<file path="config.mk">
export PLATFORM = sky130hd
export DESIGN_NAME = mem_rdwr_reg
export DESIGN_NICKNAME = d
export VERILOG_FILES = /design/src/common/mem_rdwr_pkg.sv /design/src/logic/avalon_bridge_stage.sv /design/src/mem_rdwr_reg/mem_rdwr_reg.sv
export SDC_FILE = /design/constraint.sdc
export NUM_CORES = 1
export LEC_CHECK = 0
export BUFFER_PORTS_ARGS = -buffer_cell sky130_fd_sc_hd__buf_2
export CAP_MARGIN = 20
export CORE_ASPECT_RATIO = 0.75
export CORE_UTILIZATION = 30
export DETAILED_ROUTE_END_ITERATION = 12
export PLACE_DENSITY = 0.59
export SYNTH_ARGS = -nofsm -noshare
export SYNTH_HDL_FRONTEND = slang
export SYNTH_SLANG_ARGS = --single-unit
</file>
<file path="constraint.sdc">
create_clock -name clk -period 6.65 [get_ports clk]
set_clock_uncertainty 0.2 [all_clocks]
set_input_delay 1.33 -clock clk [delete_from_list [all_inputs] [get_ports clk]]
set_output_delay 1.33 -clock clk [all_outputs]
set_load 0.1 [all_outputs]
</file>
<file path="src/common/mem_rdwr_pkg.sv">
// Shared widths and channel types for the split read/write memory path
package mem_rdwr_pkg;

    // Word address width on both channels
    localparam int ADDR_WIDTH = 10;

    // Data width of one beat
    localparam int DATA_WIDTH = 32;

    // One byteenable bit per data byte
    localparam int BE_WIDTH = DATA_WIDTH / 8;

    // Burst count width, bursts run from 1 to 4 beats
    localparam int BURST_WIDTH = 3;

    // User tag that rides along with a request and returns with its response
    localparam int USER_WIDTH = 4;

    // Words in the memory, any address at or above this is out of range
    localparam int MEM_DEPTH = 256;

    // Avalon response codes, SLVERR keeps the standard 2'b10 encoding
    typedef enum logic [1:0] {
        RSP_OKAY   = 2'b00,
        RSP_SLVERR = 2'b10
    } rsp_code_e;

    // The valid bit is kept as the first field, so it is the struct MSB.
    // The bridge stage relies on that to find the valid bit of any channel
    typedef struct packed {
        logic                   read;
        logic [ADDR_WIDTH-1:0]  address;
        logic [BURST_WIDTH-1:0] burstcount;
        logic [BE_WIDTH-1:0]    byteenable;
        logic [USER_WIDTH-1:0]  user;
    } rd_req_t;

    // One read beat coming back
    typedef struct packed {
        logic                  readdatavalid;
        logic [DATA_WIDTH-1:0] readdata;
        rsp_code_e             response;
        logic [USER_WIDTH-1:0] readresponseuser;
    } rd_rsp_t;

    // One write beat; address, burstcount and user only count on the first beat
    typedef struct packed {
        logic                   write;
        logic [ADDR_WIDTH-1:0]  address;
        logic [BURST_WIDTH-1:0] burstcount;
        logic [DATA_WIDTH-1:0]  writedata;
        logic [BE_WIDTH-1:0]    byteenable;
        logic [USER_WIDTH-1:0]  user;
    } wr_req_t;

    // One response per write burst
    typedef struct packed {
        logic                  writeresponsevalid;
        rsp_code_e             response;
        logic [USER_WIDTH-1:0] writeresponseuser;
    } wr_rsp_t;

endpackage

</file>
<file path="src/logic/avalon_bridge_stage.sv">
`timescale 1ns/10ps

// One pipeline stage on an Avalon channel.
// The request goes through an output register backed by a one-entry skid
// register, so upstream waitrequest can come straight from a flop.
// The response path is a plain register since responses have no back-pressure.
// The valid bit of both structs is expected in the MSB
module avalon_bridge_stage
#(
    parameter type req_t = logic [1:0],
    parameter type rsp_t = logic [1:0]
)
(
    input  logic clk,
    input  logic reset,

    input  req_t up_req,
    output logic up_waitrequest,
    output rsp_t up_rsp,

    output req_t down_req,
    input  logic down_waitrequest,
    input  rsp_t down_rsp
);

    localparam int REQ_MSB = $bits(req_t) - 1;
    localparam int RSP_MSB = $bits(rsp_t) - 1;

    req_t out_q;
    logic out_valid;
    req_t skid_q;
    logic skid_valid;
    rsp_t rsp_q;
    logic rsp_valid;
    logic up_valid;
    logic up_accept;
    logic out_free;

    assign up_valid = up_req[REQ_MSB];

    // Upstream stalls only while the skid holds a beat
    assign up_waitrequest = skid_valid;
    assign up_accept = up_valid && !skid_valid;

    // The output register can load when empty or when its beat leaves this cycle
    assign out_free = !out_valid || !down_waitrequest;

    always_ff @(posedge clk)
    begin
        if (reset)
        begin
            out_valid  <= 1'b0;
            skid_valid <= 1'b0;
        end
        else if (out_free)
        begin
            // Skid drains first, otherwise the new beat goes straight through
            out_valid  <= skid_valid || up_valid;
            skid_valid <= 1'b0;
        end
        else if (up_accept)
        begin
            skid_valid <= 1'b1;
        end
    end

    always_ff @(posedge clk)
    begin
        if (out_free)
            out_q <= skid_valid ? skid_q : up_req;
        // The accepted beat is parked while the output is stalled
        if (!out_free && up_accept)
            skid_q <= up_req;
    end

    always_comb
    begin
        down_req = out_q;
        down_req[REQ_MSB] = out_valid;
    end

    // The response path is one register with no flow control
    always_ff @(posedge clk)
    begin
        if (reset)
            rsp_valid <= 1'b0;
        else
            rsp_valid <= down_rsp[RSP_MSB];
        rsp_q <= down_rsp;
    end

    always_comb
    begin
        up_rsp = rsp_q;
        up_rsp[RSP_MSB] = rsp_valid;
    end

    // While the skid is full the upstream beat is not taken, so it has to stay
    // in place until waitrequest drops or the beat is lost
    a_up_hold: assert property (@(posedge clk) disable iff (reset)
        (up_valid && up_waitrequest) |=> $stable(up_req));

endmodule

</file>
<file path="src/mem_rdwr_reg/mem_rdwr_reg.sv">
`timescale 1ns/10ps

// Puts N_REG_STAGES bridge stages on the read channel and on the write
// channel, side by side. Stage 0 faces the host, the last stage the memory.
// Zero stages leaves both channels as plain wires
module mem_rdwr_reg
#(
    parameter int N_REG_STAGES = 2
)
(
    input  logic clk,
    input  logic reset,

    input  mem_rdwr_pkg::rd_req_t host_rd_req,
    output logic                  host_rd_waitrequest,
    output mem_rdwr_pkg::rd_rsp_t host_rd_rsp,
    input  mem_rdwr_pkg::wr_req_t host_wr_req,
    output logic                  host_wr_waitrequest,
    output mem_rdwr_pkg::wr_rsp_t host_wr_rsp,

    output mem_rdwr_pkg::rd_req_t mem_rd_req,
    input  logic                  mem_rd_waitrequest,
    input  mem_rdwr_pkg::rd_rsp_t mem_rd_rsp,
    output mem_rdwr_pkg::wr_req_t mem_wr_req,
    input  logic                  mem_wr_waitrequest,
    input  mem_rdwr_pkg::wr_rsp_t mem_wr_rsp
);

    import mem_rdwr_pkg::*;

    generate
        if (N_REG_STAGES == 0)
        begin : wires
            assign mem_rd_req = host_rd_req;
            assign host_rd_waitrequest = mem_rd_waitrequest;
            assign host_rd_rsp = mem_rd_rsp;
            assign mem_wr_req = host_wr_req;
            assign host_wr_waitrequest = mem_wr_waitrequest;
            assign host_wr_rsp = mem_wr_rsp;
        end
        else
        begin : regs
            // Index s is the upstream side of stage s, index N the memory side
            rd_req_t rd_req_pipe [N_REG_STAGES+1];
            logic    rd_wait_pipe [N_REG_STAGES+1];
            rd_rsp_t rd_rsp_pipe [N_REG_STAGES+1];
            wr_req_t wr_req_pipe [N_REG_STAGES+1];
            logic    wr_wait_pipe [N_REG_STAGES+1];
            wr_rsp_t wr_rsp_pipe [N_REG_STAGES+1];

            // Host end of the chain
            assign rd_req_pipe[0] = host_rd_req;
            assign host_rd_waitrequest = rd_wait_pipe[0];
            assign host_rd_rsp = rd_rsp_pipe[0];
            assign wr_req_pipe[0] = host_wr_req;
            assign host_wr_waitrequest = wr_wait_pipe[0];
            assign host_wr_rsp = wr_rsp_pipe[0];

            // Memory end of the chain
            assign mem_rd_req = rd_req_pipe[N_REG_STAGES];
            assign rd_wait_pipe[N_REG_STAGES] = mem_rd_waitrequest;
            assign rd_rsp_pipe[N_REG_STAGES] = mem_rd_rsp;
            assign mem_wr_req = wr_req_pipe[N_REG_STAGES];
            assign wr_wait_pipe[N_REG_STAGES] = mem_wr_waitrequest;
            assign wr_rsp_pipe[N_REG_STAGES] = mem_wr_rsp;

            for (genvar s = 0; s < N_REG_STAGES; s++)
            begin : p
                avalon_bridge_stage #(.req_t(rd_req_t), .rsp_t(rd_rsp_t)) bridge_rd
                (
                    .clk(clk),
                    .reset(reset),
                    .up_req(rd_req_pipe[s]),
                    .up_waitrequest(rd_wait_pipe[s]),
                    .up_rsp(rd_rsp_pipe[s]),
                    .down_req(rd_req_pipe[s+1]),
                    .down_waitrequest(rd_wait_pipe[s+1]),
                    .down_rsp(rd_rsp_pipe[s+1])
                );

                // The write channel has its own stage with its own skid and response register
                avalon_bridge_stage #(.req_t(wr_req_t), .rsp_t(wr_rsp_t)) bridge_wr
                (
                    .clk(clk),
                    .reset(reset),
                    .up_req(wr_req_pipe[s]),
                    .up_waitrequest(wr_wait_pipe[s]),
                    .up_rsp(wr_rsp_pipe[s]),
                    .down_req(wr_req_pipe[s+1]),
                    .down_waitrequest(wr_wait_pipe[s+1]),
                    .down_rsp(wr_rsp_pipe[s+1])
                );
            end
        end
    endgenerate

endmodule

</file>
==> results.md <==
- Status: finished, final reports clean
- Max_cap viols: 0
- # DRC: 0
- Critical path buffer and inverter count: 1
- Unrepaired setup endpoints after global routing: no
- DIE AREA: 0.04434 sq mm
- Worst-skew pair later-pin latency: about 0.53 ns
- Max incr delay on CP: 0.86 ns
- Syn nets: 716
- Arrival time worst endpoint: 1.98 ns
- CP required: slightly above 5 ns
- Vias: between 5000 and 6000
- Cell area after synthesis: 0.01305 sq mm
- Worst ir drop on vdd: 0.1433 mV
- Lkg Pwr: 6.070 nW
- Post-synth top area cell: edfxtp_1
- Crit path from: regs.p[0].bridge_wr.up_waitrequest
- R2R Path Start: regs.p[1].bridge_wr.up_waitrequest
- Cells after DPL: roughly 1400
- Postcts setup bufs: 0
- PnR Total Power: 5.423 mW
- Layout area overhead: 23.83%
- Via density: 4.060
- Clock slew at reported path FFs: approximately 0.060 ns
- Cell types occupying the most area after synthesis: edfxtp_1 (68%), dfxtp_1 (15%), mux2_2 (9.6%)
- Largest net degree at the start of global routing: between 50 and 60
- CP startpoint kind: register
- Worst path slowest cell: dfxtp_4
- Initial Util: 0.3074
- Worst Hold Margin: 0.1234 ns
- Nets: roughly 990
- CORE AREA: 0.04245 sq mm
- Routed WL per cell: 16.99 um
- CTS sink cnt: 396
- CP cell instances: buf_2
- Rel. slew slack: 0.3266
- Finish-stage setup viols: 0
- Nature of the critical path endpoint: output pin
- Post-DRT Antenna Nets: 0
- Mean Syn Cell Area: 22.12 sq um
- Pwr/cell area: ~340 mW/mm^2
- Initial antenna violation count: 4
- Hold Vio Cnt, Final: 0
- Drt first pass iters: 4
- Critical path peak fanout: 56
- Clock root buffer: clkbuf_16
- TNS Setup: 0 ns
- Yosys warnings: 0
- IO Count: 250
- Min-delay src: regs.p[1].bridge_wr.up_rsp[2]
- Row count: 65
- Port Buffers: 249
- Max Transition Viols Final: 0
- WS Path Type: reg -> out
- Yosys reg bits: a little under 400
- Die height: 182.6 um
- First-pass GRT wire length: 37630 um
- Gate count after technology mapping: 590
- CTS Hold Bufs: 0
- Post-layout instance count excluding filler cells: 1467
- Share of the synthesized area in the top cell type: 0.6812
- Chip width: approximately 240 um
- Highest Clock Rate: 0.2848 GHz
- Share of layout cells above drive strength 1: 0.5295
- Gr usage total: 0.1113
- Vias in the first global route: 6206
- Seq/Total Area, Yosys: 0.8346
- Clock buffer count from CTS: 40
- Clock buffer depth: 3
- Min Tclk post-route: 3.511 ns
- CTS tree: built
- Dpl hpwl: 16640 um
- Worst path top cell family by delay: flip-flops
- Routed wire length: 24930 um
- Routability cong.: about 0.70
- Least-Margin Pin Slew: 1.010 ns
- H-tree depth: 2
- Distinct cells, synth: 18
- Crit share post-route: 0.5280
- Post-cts sizing count: 0
- Hold crit path type: reg -> reg
- DRT iter0 DRCs: ~320
- Total grt overflow: 0
[routing by layer]
metal	track usage	part of all wire	wire [um]
met4	0.04101	0.026	644
met2	0.1795	0.48	12060
met5	0	0	0
met1	0.1469	0.45	11130
met3	0.02485	0.044	1096
[cells in the mapped netlist (all sizes together)]
cell    instances
nand2           4
mux2          148
nor2b           4
edfxtp        296
nor3            4
nor3b           4
a21oi           4
dfxtp         100
nor2            4
buf            21
clkbuf          1
[area by class of cell]
cell class,instances,area (sq um)
repair buffers,256,1319
diodes,1,2.502
clock buffers,51,1092
multi-input cells,172,1986
fillers,3907,26300
well taps,569,711.9
flip-flops and latches,396,10900
clock inverters,22,148.9
[report_power, final]
group	internal, mW	switching, mW	total [mW]
clock network	1.18	0.927	2.10
logic	0.103	0.429	0.531
registers	2.75	0.0364	2.79
[path summary, 6_finish.rpt]
kind	to	slack, ns	cells past startpoint
worst max-delay path	host_wr_waitrequest	3.14	1
worst min-delay path	regs.p[0].bridge_wr.up_rsp[2]	0.12	0
worst max register to register	regs.p[0].bridge_wr.skid_q[42]	3.23	3
worst min register to register	regs.p[0].bridge_wr.up_rsp[2]	0.12	0
[per-stage QoR]
stage	setup WS [ns]	instance area, sq um	util
6_report	3.139	16160	0.3806
5_1_grt	2.959	16160	0.3806
4_1_cts	2.901	16130	0.3799
3_5_place_dp	2.824	14890	0.3507
3_3_place_gp	2.853	14890	0.3507
2_1_floorplan	1.825	13060	-
[sequential cells by signal (all words and copies together), names as in the netlist]
register                         cells
regs.p.bridge_rd.down_req           42
regs.p.bridge_rd.up_rsp             76
regs.p.bridge_rd.skid_q             42
regs.p.bridge_rd.up_waitrequest      2
regs.p.bridge_wr.out_valid           2
regs.p.bridge_wr.up_rsp             12
regs.p.bridge_wr.skid_q            106
regs.p.bridge_wr.rsp_valid           2
regs.p.bridge_rd.rsp_valid           2
regs.p.bridge_rd.out_valid           2
regs.p.bridge_wr.down_req          106
regs.p.bridge_wr.up_waitrequest      2
[cell families (layout without fill, tap and decap cells)]
group / after synthesis / in the layout / synth area share
AOI/OAI and AO/OA: 4 / 4 / 0.001534
other: 0 / 1 / 0
muxes: 148 / 148 / 0.1384
and+or+nand+nor: 20 / 20 / 0.009588
buffers and inverters: 22 / 329 / 0.01592
DFF: 396 / 396 / 0.8346
[layout by cell type, fill, tap and decap left out, types with 3 or more instances in the layout]
cell type	n
edfxtp_1	296
buf_2	249
mux2_2	111
dfxtp_1	98
clkbuf_16	40
mux2_4	37
clkbuf_1	6
clkinv_2	6
clkinv_1	6
buf_4	6
clkbuf_8	5
nor2b_1	4
nor2_1	4
a21oi_1	4
nor3_1	3
inv_6	3
clkinvlp_4	3
Power figures use the tool's default switching activity.
